**src/rtl/rv_isa_pkg.sv**
```systemverilog
`default_nettype none

package rv_isa_pkg;

    // major opcodes
    localparam logic [6:0] OPC_LOAD   = 7'b0000011;
    localparam logic [6:0] OPC_STORE  = 7'b0100011;
    localparam logic [6:0] OPC_OP     = 7'b0110011;
    localparam logic [6:0] OPC_OP_IMM = 7'b0010011;
    localparam logic [6:0] OPC_BRANCH = 7'b1100011;

    localparam logic [2:0] F3_LW      = 3'b010;
    localparam logic [2:0] F3_SW      = 3'b010;

    // op and op-imm
    localparam logic [2:0] F3_ADD_SUB = 3'b000;
    localparam logic [2:0] F3_SLL     = 3'b001;
    localparam logic [2:0] F3_SLT     = 3'b010;
    localparam logic [2:0] F3_SLTU    = 3'b011;
    localparam logic [2:0] F3_XOR     = 3'b100;
    localparam logic [2:0] F3_SRL_SRA = 3'b101;
    localparam logic [2:0] F3_OR      = 3'b110;
    localparam logic [2:0] F3_AND     = 3'b111;

    localparam logic [2:0] F3_BEQ     = 3'b000;
    localparam logic [2:0] F3_BNE     = 3'b001;
    localparam logic [2:0] F3_BLT     = 3'b100;
    localparam logic [2:0] F3_BGE     = 3'b101;
    localparam logic [2:0] F3_BLTU    = 3'b110;
    localparam logic [2:0] F3_BGEU    = 3'b111;

    localparam logic [6:0] F7_BASE    = 7'b0000000;
    localparam logic [6:0] F7_ALT     = 7'b0100000; // sub, sra, srai

    // one instruction word, four field layouts
    typedef union packed {
        struct packed {
            logic [6:0] funct7;
            logic [4:0] rs2;
            logic [4:0] rs1;
            logic [2:0] funct3;
            logic [4:0] rd;
            logic [6:0] opcode;
        } r;
        struct packed {
            logic [11:0] imm;
            logic [4:0]  rs1;
            logic [2:0]  funct3;
            logic [4:0]  rd;
            logic [6:0]  opcode;
        } i;
        struct packed {
            logic [6:0] imm_hi;
            logic [4:0] rs2;
            logic [4:0] rs1;
            logic [2:0] funct3;
            logic [4:0] imm_lo;
            logic [6:0] opcode;
        } s;
        struct packed {
            logic       imm_12;
            logic [5:0] imm_10_5;
            logic [4:0] rs2;
            logic [4:0] rs1;
            logic [2:0] funct3;
            logic [3:0] imm_4_1;
            logic       imm_11;
            logic [6:0] opcode;
        } b;
    } rv_inst_t;

endpackage

`default_nettype wire

```
**src/rtl/core_ctrl_pkg.sv**
```systemverilog
`default_nettype none

package core_ctrl_pkg;

    typedef enum logic [3:0] {
        ALU_ADD,
        ALU_SUB,
        ALU_AND,
        ALU_OR,
        ALU_XOR,
        ALU_SLL,
        ALU_SRL,
        ALU_SRA,
        ALU_SLT,
        ALU_SLTU
    } alu_op_e;

    // second alu operand
    typedef enum logic [1:0] {
        OP2_RS2,
        OP2_IMM_I,
        OP2_IMM_S
    } op2_sel_e;

    typedef enum logic {
        WB_ALU,
        WB_MEM
    } wb_sel_e;

endpackage

`default_nettype wire

```
**src/rtl/fetch_unit.sv**
```systemverilog
`timescale 1ns/1ns
`default_nettype none

module fetch_unit #(
    parameter int              XLEN      = 32,
    parameter logic [XLEN-1:0] EXIT_ADDR = 32'h40
) (
    input  wire             clk,
    input  wire             rst_n,
    input  wire             branch_taken_i,
    input  wire [XLEN-1:0]  branch_target_i,
    output logic [XLEN-1:0] pc_o,
    output logic            halted_o
);

    logic [XLEN-1:0] pc_q;
    logic [XLEN-1:0] pc_next;

    assign pc_next  = branch_taken_i ? branch_target_i : pc_q + XLEN'(4);
    assign halted_o = (pc_q == EXIT_ADDR);  // core parks here
    assign pc_o     = pc_q;

    always_ff @(posedge clk) begin
        if (!rst_n) begin
            pc_q <= '0;
        end else if (!halted_o) begin
            pc_q <= pc_next;
        end
    end

endmodule

`default_nettype wire

```
**src/rtl/decode_unit.sv**
```systemverilog
`timescale 1ns/1ns
`default_nettype none

module decode_unit #(
    parameter int XLEN = 32
) (
    input  wire [31:0]              inst_i,
    output logic [4:0]              rs1_addr_o,
    output logic [4:0]              rs2_addr_o,
    output logic [4:0]              rd_addr_o,
    output logic [XLEN-1:0]         imm_i_o,
    output logic [XLEN-1:0]         imm_s_o,
    output logic [XLEN-1:0]         imm_b_o,
    output core_ctrl_pkg::alu_op_e  alu_op_o,
    output core_ctrl_pkg::op2_sel_e op2_sel_o,
    output core_ctrl_pkg::wb_sel_e  wb_sel_o,
    output logic                    rf_wen_o,
    output logic                    mem_wen_o,
    output logic                    is_branch_o,
    output logic [2:0]              br_funct3_o
);

    rv_isa_pkg::rv_inst_t   inst;
    core_ctrl_pkg::alu_op_e alu_f3;   // operation named by funct3
    logic                   is_op;
    logic                   f7_alt;
    logic                   f7_ok;    // funct7 legal for this funct3
    logic                   br_ok;

    assign inst = inst_i;

    assign rs1_addr_o  = inst.r.rs1;
    assign rs2_addr_o  = inst.r.rs2;
    assign rd_addr_o   = inst.r.rd;
    assign br_funct3_o = inst.b.funct3;

    assign imm_i_o = {{(XLEN-12){inst.i.imm[11]}}, inst.i.imm};
    assign imm_s_o = {{(XLEN-12){inst.s.imm_hi[6]}}, inst.s.imm_hi, inst.s.imm_lo};
    assign imm_b_o = {{(XLEN-13){inst.b.imm_12}}, inst.b.imm_12, inst.b.imm_11,
                      inst.b.imm_10_5, inst.b.imm_4_1, 1'b0};

    assign is_op  = (inst.r.opcode == rv_isa_pkg::OPC_OP);
    assign f7_alt = (inst.r.funct7 == rv_isa_pkg::F7_ALT);

    // op-imm only checks funct7 on shifts
    always_comb begin
        if (is_op) begin
            f7_ok = (inst.r.funct7 == rv_isa_pkg::F7_BASE) ||
                    (f7_alt && (inst.r.funct3 == rv_isa_pkg::F3_ADD_SUB ||
                                inst.r.funct3 == rv_isa_pkg::F3_SRL_SRA));
        end else if (inst.r.funct3 == rv_isa_pkg::F3_SLL) begin
            f7_ok = (inst.r.funct7 == rv_isa_pkg::F7_BASE);
        end else if (inst.r.funct3 == rv_isa_pkg::F3_SRL_SRA) begin
            f7_ok = (inst.r.funct7 == rv_isa_pkg::F7_BASE) || f7_alt;
        end else begin
            f7_ok = 1'b1;
        end
    end

    always_comb begin
        case (inst.r.funct3)
            rv_isa_pkg::F3_ADD_SUB: begin
                alu_f3 = (is_op && f7_alt) ? core_ctrl_pkg::ALU_SUB : core_ctrl_pkg::ALU_ADD;
            end
            rv_isa_pkg::F3_SLL:     alu_f3 = core_ctrl_pkg::ALU_SLL;
            rv_isa_pkg::F3_SLT:     alu_f3 = core_ctrl_pkg::ALU_SLT;
            rv_isa_pkg::F3_SLTU:    alu_f3 = core_ctrl_pkg::ALU_SLTU;
            rv_isa_pkg::F3_XOR:     alu_f3 = core_ctrl_pkg::ALU_XOR;
            rv_isa_pkg::F3_SRL_SRA: begin
                alu_f3 = f7_alt ? core_ctrl_pkg::ALU_SRA : core_ctrl_pkg::ALU_SRL;
            end
            rv_isa_pkg::F3_OR:      alu_f3 = core_ctrl_pkg::ALU_OR;
            default:                alu_f3 = core_ctrl_pkg::ALU_AND;
        endcase
    end

    assign br_ok = inst.b.funct3 inside {rv_isa_pkg::F3_BEQ, rv_isa_pkg::F3_BNE,
                                         rv_isa_pkg::F3_BLT, rv_isa_pkg::F3_BGE,
                                         rv_isa_pkg::F3_BLTU, rv_isa_pkg::F3_BGEU};

    always_comb begin
        alu_op_o    = core_ctrl_pkg::ALU_ADD;
        op2_sel_o   = core_ctrl_pkg::OP2_RS2;
        wb_sel_o    = core_ctrl_pkg::WB_ALU;
        rf_wen_o    = 1'b0;
        mem_wen_o   = 1'b0;
        is_branch_o = 1'b0;
        case (inst.r.opcode)
            rv_isa_pkg::OPC_LOAD: begin
                if (inst.i.funct3 == rv_isa_pkg::F3_LW) begin
                    op2_sel_o = core_ctrl_pkg::OP2_IMM_I;
                    wb_sel_o  = core_ctrl_pkg::WB_MEM;
                    rf_wen_o  = 1'b1;
                end
            end
            rv_isa_pkg::OPC_STORE: begin
                if (inst.s.funct3 == rv_isa_pkg::F3_SW) begin
                    op2_sel_o = core_ctrl_pkg::OP2_IMM_S;
                    mem_wen_o = 1'b1;
                end
            end
            rv_isa_pkg::OPC_OP: begin
                alu_op_o = alu_f3;
                rf_wen_o = f7_ok;
            end
            rv_isa_pkg::OPC_OP_IMM: begin
                alu_op_o  = alu_f3;
                op2_sel_o = core_ctrl_pkg::OP2_IMM_I;
                rf_wen_o  = f7_ok;
            end
            rv_isa_pkg::OPC_BRANCH: is_branch_o = br_ok;
            default: ;  // unknown word, no side effects
        endcase
    end

endmodule

`default_nettype wire

```
**src/rtl/reg_file.sv**
```systemverilog
`timescale 1ns/1ns
`default_nettype none

module reg_file #(
    parameter int XLEN = 32
) (
    input  wire                    clk,
    input  wire                    rst_n,
    input  wire                    halted_i,
    input  wire [4:0]              rs1_addr_i,
    input  wire [4:0]              rs2_addr_i,
    input  wire [4:0]              rd_addr_i,
    input  wire                    rf_wen_i,
    input  var core_ctrl_pkg::wb_sel_e wb_sel_i,
    input  wire [XLEN-1:0]         alu_result_i,
    input  wire [XLEN-1:0]         mem_rdata_i,
    output logic [XLEN-1:0]        rs1_data_o,
    output logic [XLEN-1:0]        rs2_data_o
);

    logic [XLEN-1:0] regs [32];
    logic [XLEN-1:0] wb_data;

    assign wb_data = (wb_sel_i == core_ctrl_pkg::WB_MEM) ? mem_rdata_i : alu_result_i;

    // x0 reads as zero whatever was written
    assign rs1_data_o = (rs1_addr_i == 5'd0) ? '0 : regs[rs1_addr_i];
    assign rs2_data_o = (rs2_addr_i == 5'd0) ? '0 : regs[rs2_addr_i];

    always_ff @(posedge clk) begin
        if (!rst_n) begin
            for (int i = 0; i < 32; i++) begin
                regs[i] <= '0;
            end
        end else if (rf_wen_i && !halted_i) begin
            regs[rd_addr_i] <= wb_data;
        end
    end

endmodule

`default_nettype wire

```
**src/rtl/exec_unit.sv**
```systemverilog
`timescale 1ns/1ns
`default_nettype none

module exec_unit #(
    parameter int XLEN = 32
) (
    input  wire [XLEN-1:0]          rs1_data_i,
    input  wire [XLEN-1:0]          rs2_data_i,
    input  wire [XLEN-1:0]          imm_i_i,
    input  wire [XLEN-1:0]          imm_s_i,
    input  wire [XLEN-1:0]          imm_b_i,
    input  wire [XLEN-1:0]          pc_i,
    input  var core_ctrl_pkg::alu_op_e  alu_op_i,
    input  var core_ctrl_pkg::op2_sel_e op2_sel_i,
    input  wire                     is_branch_i,
    input  wire [2:0]               br_funct3_i,
    output logic [XLEN-1:0]         alu_result_o,
    output logic                    branch_taken_o,
    output logic [XLEN-1:0]         branch_target_o
);

    logic [XLEN-1:0] op2;
    logic [4:0]      shamt;
    logic            cond;

    always_comb begin
        case (op2_sel_i)
            core_ctrl_pkg::OP2_IMM_I: op2 = imm_i_i;
            core_ctrl_pkg::OP2_IMM_S: op2 = imm_s_i;
            default:                  op2 = rs2_data_i;
        endcase
    end

    assign shamt = op2[4:0];

    always_comb begin
        case (alu_op_i)
            core_ctrl_pkg::ALU_ADD:  alu_result_o = rs1_data_i + op2;
            core_ctrl_pkg::ALU_SUB:  alu_result_o = rs1_data_i - op2;
            core_ctrl_pkg::ALU_AND:  alu_result_o = rs1_data_i & op2;
            core_ctrl_pkg::ALU_OR:   alu_result_o = rs1_data_i | op2;
            core_ctrl_pkg::ALU_XOR:  alu_result_o = rs1_data_i ^ op2;
            core_ctrl_pkg::ALU_SLL:  alu_result_o = rs1_data_i << shamt;
            core_ctrl_pkg::ALU_SRL:  alu_result_o = rs1_data_i >> shamt;
            core_ctrl_pkg::ALU_SRA:  alu_result_o = $signed(rs1_data_i) >>> shamt;
            core_ctrl_pkg::ALU_SLT: begin
                alu_result_o = {{(XLEN-1){1'b0}}, $signed(rs1_data_i) < $signed(op2)};
            end
            core_ctrl_pkg::ALU_SLTU: alu_result_o = {{(XLEN-1){1'b0}}, rs1_data_i < op2};
            default:                 alu_result_o = '0;
        endcase
    end

    // branches compare the two registers directly
    always_comb begin
        case (br_funct3_i)
            rv_isa_pkg::F3_BEQ:  cond = (rs1_data_i == rs2_data_i);
            rv_isa_pkg::F3_BNE:  cond = (rs1_data_i != rs2_data_i);
            rv_isa_pkg::F3_BLT:  cond = ($signed(rs1_data_i) < $signed(rs2_data_i));
            rv_isa_pkg::F3_BGE:  cond = ($signed(rs1_data_i) >= $signed(rs2_data_i));
            rv_isa_pkg::F3_BLTU: cond = (rs1_data_i < rs2_data_i);
            rv_isa_pkg::F3_BGEU: cond = (rs1_data_i >= rs2_data_i);
            default:             cond = 1'b0;
        endcase
    end

    assign branch_taken_o  = is_branch_i && cond;
    assign branch_target_o = pc_i + imm_b_i;

endmodule

`default_nettype wire

```
**src/rtl/rv_core.sv**
```systemverilog
`timescale 1ns/1ns
`default_nettype none

module rv_core #(
    parameter int              XLEN      = 32,
    parameter logic [XLEN-1:0] EXIT_ADDR = 32'h40
) (
    input  wire             clk,
    input  wire             rst_n,
    output logic [XLEN-1:0] imem_addr_o,
    input  wire [31:0]      imem_rdata_i,
    output logic [XLEN-1:0] dmem_addr_o,
    input  wire [XLEN-1:0]  dmem_rdata_i,
    output logic            dmem_wen_o,
    output logic [XLEN-1:0] dmem_wdata_o,
    output logic            exit_o
);

    logic [4:0]               rs1_addr;
    logic [4:0]               rs2_addr;
    logic [4:0]               rd_addr;
    logic [XLEN-1:0]          imm_i;
    logic [XLEN-1:0]          imm_s;
    logic [XLEN-1:0]          imm_b;
    core_ctrl_pkg::alu_op_e   alu_op;
    core_ctrl_pkg::op2_sel_e  op2_sel;
    core_ctrl_pkg::wb_sel_e   wb_sel;
    logic                     rf_wen;
    logic                     mem_wen;
    logic                     is_branch;
    logic [2:0]               br_funct3;
    logic [XLEN-1:0]          rs1_data;
    logic [XLEN-1:0]          rs2_data;
    logic [XLEN-1:0]          alu_result;
    logic                     branch_taken;
    logic [XLEN-1:0]          branch_target;
    logic                     halted;

    fetch_unit #(
        .XLEN      (XLEN),
        .EXIT_ADDR (EXIT_ADDR)
    ) i_fetch (
        .clk             (clk),
        .rst_n           (rst_n),
        .branch_taken_i  (branch_taken),
        .branch_target_i (branch_target),
        .pc_o            (imem_addr_o),
        .halted_o        (halted)
    );

    decode_unit #(.XLEN(XLEN)) i_decode (
        .inst_i      (imem_rdata_i),
        .rs1_addr_o  (rs1_addr),
        .rs2_addr_o  (rs2_addr),
        .rd_addr_o   (rd_addr),
        .imm_i_o     (imm_i),
        .imm_s_o     (imm_s),
        .imm_b_o     (imm_b),
        .alu_op_o    (alu_op),
        .op2_sel_o   (op2_sel),
        .wb_sel_o    (wb_sel),
        .rf_wen_o    (rf_wen),
        .mem_wen_o   (mem_wen),
        .is_branch_o (is_branch),
        .br_funct3_o (br_funct3)
    );

    reg_file #(.XLEN(XLEN)) i_regs (
        .clk          (clk),
        .rst_n        (rst_n),
        .halted_i     (halted),
        .rs1_addr_i   (rs1_addr),
        .rs2_addr_i   (rs2_addr),
        .rd_addr_i    (rd_addr),
        .rf_wen_i     (rf_wen),
        .wb_sel_i     (wb_sel),
        .alu_result_i (alu_result),
        .mem_rdata_i  (dmem_rdata_i),
        .rs1_data_o   (rs1_data),
        .rs2_data_o   (rs2_data)
    );

    exec_unit #(.XLEN(XLEN)) i_exec (
        .rs1_data_i      (rs1_data),
        .rs2_data_i      (rs2_data),
        .imm_i_i         (imm_i),
        .imm_s_i         (imm_s),
        .imm_b_i         (imm_b),
        .pc_i            (imem_addr_o),
        .alu_op_i        (alu_op),
        .op2_sel_i       (op2_sel),
        .is_branch_i     (is_branch),
        .br_funct3_i     (br_funct3),
        .alu_result_o    (alu_result),
        .branch_taken_o  (branch_taken),
        .branch_target_o (branch_target)
    );

    assign dmem_addr_o  = alu_result;     // lw/sw address is rs1 + imm
    assign dmem_wdata_o = rs2_data;
    assign dmem_wen_o   = mem_wen && !halted;
    assign exit_o       = halted;

endmodule

`default_nettype wire

```
**config.mk**
```make
export PLATFORM = sky130hd
export DESIGN_NAME = rv_core
export DESIGN_NICKNAME = d
export VERILOG_FILES = /design/src/rtl/rv_isa_pkg.sv /design/src/rtl/core_ctrl_pkg.sv /design/src/rtl/fetch_unit.sv /design/src/rtl/decode_unit.sv /design/src/rtl/reg_file.sv /design/src/rtl/exec_unit.sv /design/src/rtl/rv_core.sv
export SDC_FILE = /design/constraint.sdc
export NUM_CORES = 2
export LEC_CHECK = 0
export BUFFER_PORTS_ARGS = -buffer_cell sky130_fd_sc_hd__buf_2
export CORE_MARGIN = 2
export CORE_UTILIZATION = 25
export CTS_CLUSTER_DIAMETER = 80
export CTS_CLUSTER_SIZE = 30
export DETAILED_ROUTE_END_ITERATION = 16
export SLEW_MARGIN = 25
export SYNTH_ARGS = -nofsm -noshare
export SYNTH_HDL_FRONTEND = slang
export SYNTH_SLANG_ARGS = --single-unit
```
**constraint.sdc**
```tcl
create_clock -name clk -period 9 [get_ports clk]
set_input_delay 0.9 -clock clk [delete_from_list [all_inputs] [get_ports clk]]
set_output_delay 0.9 -clock clk [all_outputs]
set_load 0.005 [all_outputs]
```
Yosys cells after proc, flatten, opt, wreduce, memory -nomap -nowiden
Memory sizes are Yosys's and may differ from the RTL's.
Index checks and enable logic that the tools add are counted.

storage, ports and cells
  input bits = 66
  word-level logic and storage cells = 91
  memories = 1
  output and inout bits = 98
  bits in registers = 32
  RAM bits = 1024

memory list
  memory       words  bits a word  read ports  clocked after Yosys merged registers in  write ports  RTL line        RTL
  i_regs.regs  32     32           2           0                                        32           reg_file.sv:21  logic [XLEN-1:0] regs [32];

cells by class
  equal/unequal tests = 27
  magnitude comparators = 6
  $add $sub $neg = 4
  multiplexer cells = 29
  bitwise gates (word level) = 3
  reduce and logical (&&, ||, !) cells = 17
  shift-type cells = 3

operators with widths
  cell                   number
  $pmux 32 s10           1
  $mux 32                5
  $lt 32x32->1           4
  $add 32x32->32         2
  $ge 32x32->1           2
  $pmux 32 s2            1
  $add 32x3->32 const B  1
  $and 32x32->32         1
  $eq 32x32->1           1
  $eq 32x7->1 const B    1
  $ne 32x32->1           1
  $or 32x32->32          1
  $reduce_or 32->1       1
  $shl 32x5->32          1
  $shr 32x5->32          1
  $sshr 32x5->32         1
  $sub 32x32->32         1
  $xor 32x32->32         1
  $pmux 4 s7             1
  $eq 7x6->1 const B     3
  $eq 4x3->1 const B     4
  $mux 1                 15
  $eq 3x3->1 const B     4
  $logic_not 5->1        2
  24 further kinds       33

Logic depth before layout (Yosys ltp)
  depth after elaboration = 12
  depth in mapped cells = 29

Modules after synthesis
From an unflattened synthesis, not the netlist that was laid out.

second synthesis, totals
  cells, all modules = 5676
  area, all modules = 66513.8 um2

modules (own cells, without submodules)
  module       cells an instance  area an instance (um2)  sequential area each (um2)  instances
  reg_file     3561               52066.2                 30749.5                     1
  exec_unit    1737               11488.5                 0.0                         1
  fetch_unit   230                1861.8                  640.6                       1
  decode_unit  147                1083.5                  0.0                         1
  rv_core      1                  13.8                    0.0                         1

Least setup slack after synthesis
No wires, ideal clock.

  path kind = in2out
  from = input imem_rdata_i[20]
  to = output dmem_addr_o[0]
  setup slack = 1.347 ns
  arrival time = 6.753 ns
  stages on the path = 25
  required time = 8.100 ns
  path through = buf_6 buf_6 buf_4 buf_6 buf_2 clkbuf_1 buf_2 buf_2 mux4_2 mux4_2 mux2i_1 nor2_1 nand2_1 o21ai_0 ha_1 nor2b_1 or4_1 o21ai_0 o21ai_0 a21oi_1 o21ai_0 a21boi_0 o21ai_0 a311oi_1 or3_1

on the way
  cells in the longest elaborated chain, start to end = 5

ends and longest elaborated chain
  element                                                  RTL line                          RTL
  start, declared                                          rv_core.sv:11                     input wire [31:0] imem_rdata_i,
  $mem_v2 32x32 / $logic_not 5->1 (equally long branches)  n/a
  $mux 32 *                                                reg_file.sv:28                    assign rs2_data_o = (rs2_addr_i == 5'd0) ? '0 : regs[rs2_addr_i];
  named net dmem_wdata_o[5]                                rv_core.sv:15                     output logic [XLEN-1:0] dmem_wdata_o,
  $pmux 32 s2 *                                            exec_unit.sv:27                   case (op2_sel_i)
  $lt 32x32->1 (on tied branches)                          exec_unit.sv:49, exec_unit.sv:47
  $pmux 32 s10 *                                           exec_unit.sv:37                   case (alu_op_i)
  end, declared                                            rv_core.sv:12                     output logic [XLEN-1:0] dmem_addr_o,

Mark *: on every way through the listed nets, which the timed path passes. The rest lies on a longest branch.

Worst setup path after layout
  from = input imem_rdata_i[21]
  to = output dmem_addr_o[21]

on the way
  cells in the longest elaborated chain, start to end = 5

ends and longest elaborated chain
  element                                                  RTL line         RTL
  $mem_v2 32x32 / $logic_not 5->1 (equally long branches)  n/a
  $mux 32                                                  reg_file.sv:28
  $pmux 32 s2 *                                            exec_unit.sv:27
  $sub 32x32->32 (tied with other cells)                   exec_unit.sv:39  core_ctrl_pkg::ALU_SUB: alu_result_o = rs1_data_i - op2;
  $pmux 32 s10 *                                           exec_unit.sv:37

Every way passes the cells marked *; elsewhere a longest branch is shown, timed or not.

==> metrics.txt <==
outcome=finished, final reports clean; Hold WC Path Type=register to register; post-CTS setup buffer count=0; adder-cell area share of the yosys netlist=3.09%; Post-Syn Instances=5,720; leading cell type in the layout, fill and taps excluded=edfxtp_1; Inst Count DP=9,129; met2 Use GR=32.6%; Netlist cell types=106; vias per inst=6.07; worst relative slew slack=23.1%; Worst setup SP type=input pin; #FFs+latches synth=1,055; area grow syn2layout=11.0%; initial core utilization=25.1%; M1 GR Usage=26.4%; Yosys warnings=0; delay-heaviest family, CP=buffers and inverters; dpl hpwl=195,000 um; Starting DRT DRC Count=between 9,000 and 10,000; Layout Cells excl Fill=9,259; power density cells=between 150 and 200 mW/mm^2; worst path arrival time=7780 ps; htree depth=3; largest net degree at the start of global routing=89; largest family of logic cells by synthesized area=multiplexers; global route hottest layer=met2; total length of routed wires=306,000 um; synthesized cell area=roughly 0.07 mm^2; mux cell area share after synthesis=22.8%; Final Wtd Congestion=0.979; Max Cap Viol=0; Worst VDD drop=approximately 0.00013 V; Req. time, crit path=8100 ps; io pins=around 160; routed vias=56,200; Die Y=527 um; Post-route DRC=0; CP cell instances=buf_8 -> buf_4 -> mux4_2 -> mux4_2 -> mux2_2 -> nand2_1 -> a21oi_1 -> ha_1 -> nor2_1 -> and4_1 -> o21ai_0 -> a21oi_1 -> or4_1 -> a211oi_1 -> o311ai_0 -> o22ai_1 -> nand4_1 -> buf_2; setup_tns=0 ps; row cnt=192; top cell type's share of synthesized area=45.0%; Final ANT Viol Nets=0; fmax=0.115 GHz; vias in the first global route=between 50,000 and 60,000; CTS tree=yes; minimum clock period=roughly 8700 ps; insertion delay to the later sink of the worst-skew pair=a little over 700 ps; CTS max path bufs=3; first-pass GRT wire length=424,000 um; CTS root buffer=clkbuf_16; final setup vio count=0; Synth Net Count=5,953; Max stage delay on crit path=950 ps; number of synthesized flops with an enable pin=a little over 1,000; drt wl/cell=~33 um; FFs w/ async S/R, synth=0%; period utilisation layout=96.4%; count of input and output buffers=about 160; post-synthesis sequential area ratio=45.9%; CTS Hold Buffers Added=0; Num CTS Buffers=68; Leak=0.0263 uW; critical path class=input pin to output port; grt met3 use=5.88%; Area contributors post-synth=edfxtp_1 45%, mux4_2 18%, nor3_1 7.2%; Compound-Gate Fraction of Synth Area=7.82%; die extent in x=around 530 um; top_reg_cell synth=edfxtp_1; final count of pins violating max slew=0; Final Hold Fails=0; nets=between 5,000 and 6,000; clk sinks=around 1,100; setup repair after global routing missed its margin=no; worst-margin pin slew=1150 ps; Post-Synth XOR/XNOR Area=less than 1%; die footprint=0.278 mm^2; CP Buf/Inv Count=3; cell taking the most area after synthesis=edfxtp_1; Synth Area in Simple Gates=14.7%; initial antenna violation count=12; most frequent cells in the layout=1,024 x edfxtp_1, 986 x nor3_1, 547 x mux4_2; post-cts sizing count=0; share of post-route cells with drive strength above 1=around a quarter; Avg Cell Area, Syn=12.0 um^2; Core ar.=0.273 mm^2; Worst-path clk slew=around 90 ps; element type at the critical path end=output port; drt pass-1 iters=6; clock skew=54.1 ps; Slowest cell on crit path=buf_4; gr usage total=21.3%; gr ovfl total=0; Crit Path Max Fanout=88
## worst paths after layout
check        cells after the start                             from                                to  slack [ps]
max                             18                 imem_rdata_i[21]                   dmem_addr_o[21]         320
min                              2    i_fetch.pc_o[31]$_SDFFE_PN0N_     i_fetch.pc_o[31]$_SDFFE_PN0N_         500
max reg2reg                     19  i_regs.regs[6][7]$_SDFFCE_PN0P_  i_regs.regs[4][21]$_SDFFCE_PN0P_        2090
min reg2reg                      2    i_fetch.pc_o[31]$_SDFFE_PN0N_     i_fetch.pc_o[31]$_SDFFE_PN0N_         500
## through the flow
stage / cell area, um^2 / hold WS [ps] / worst slack (ps) / utilization (%) / power [uW]
floorplan: 68400 / 474 / 1350 / - / 8210
global placement: 73300 / 490 / 189 / 26.9 / 9670
detailed placement: 73400 / 501 / 96.3 / 26.9 / 9690
CTS: 75900 / 513 / 567 / 27.8 / 13300
global route: 75900 / 545 / 261 / 27.8 / 13800
finish: 75900 / 505 / 320 / 27.8 / 13500
## logic make-up after synthesis
kind of cell,count (synthesis)
flops,1055
xor+xnor,61
buf+inv,739
compound gates,780
fa+ha+maj,167
other cells,1
mux,861
simple gates,2056
## synthesized netlist by cell type (37+ instances only)
cell type	number
mux2i_1	231
o22ai_1	43
nand3_1	72
a211oi_1	61
a21oi_1	167
mux2_2	78
ha_1	164
o21ai_0	120
edfxtp_1	1024
o211ai_1	40
clkbuf_1	341
inv_1	134
buf_2	147
nor2_1	390
mux4_2	547
a21o_1	46
nand2_1	302
nor3_1	988
buf_4	37
nor4_1	56
## routing by layer
layer,vias up,wire length (um)
li1,22300,-
met1,28300,108000
met2,4624,134000
met3,1002,41400
met4,8,22100
met5,-,59
## tightest hold or removal path, cell delays in order (launching register included)
cell     delay (ps)
dfxtp_1         350
nand2_1          70
o41ai_1          50
## power breakdown
part | switching (uW) | internal (uW) | leakage, uW | total (uW)
Clock | 2090 | 1640 | 0.00121 | 3730
Sequential | 85.7 | 5530 | 0.0108 | 5610
Combinational | 2890 | 1250 | 0.0143 | 4140
## final cells by class
class | count | area, um^2
multi-input combinational | 3926 | 34100
tap | 3589 | 4490
fill | 28000 | 197000
antenna | 9 | 22.5
inverter | 143 | 542
clock inverter | 50 | 774
timing repair buffer | 417 | 2920
clock buffer | 70 | 1730
sequential | 1055 | 31400
## flip-flops by register name (all words and copies together), names as in the netlist
| register | cells |
|---|---|
| i_fetch.pc_o | 31 |
| i_regs.regs | 1024 |
(Power assumes the default switching activity.)
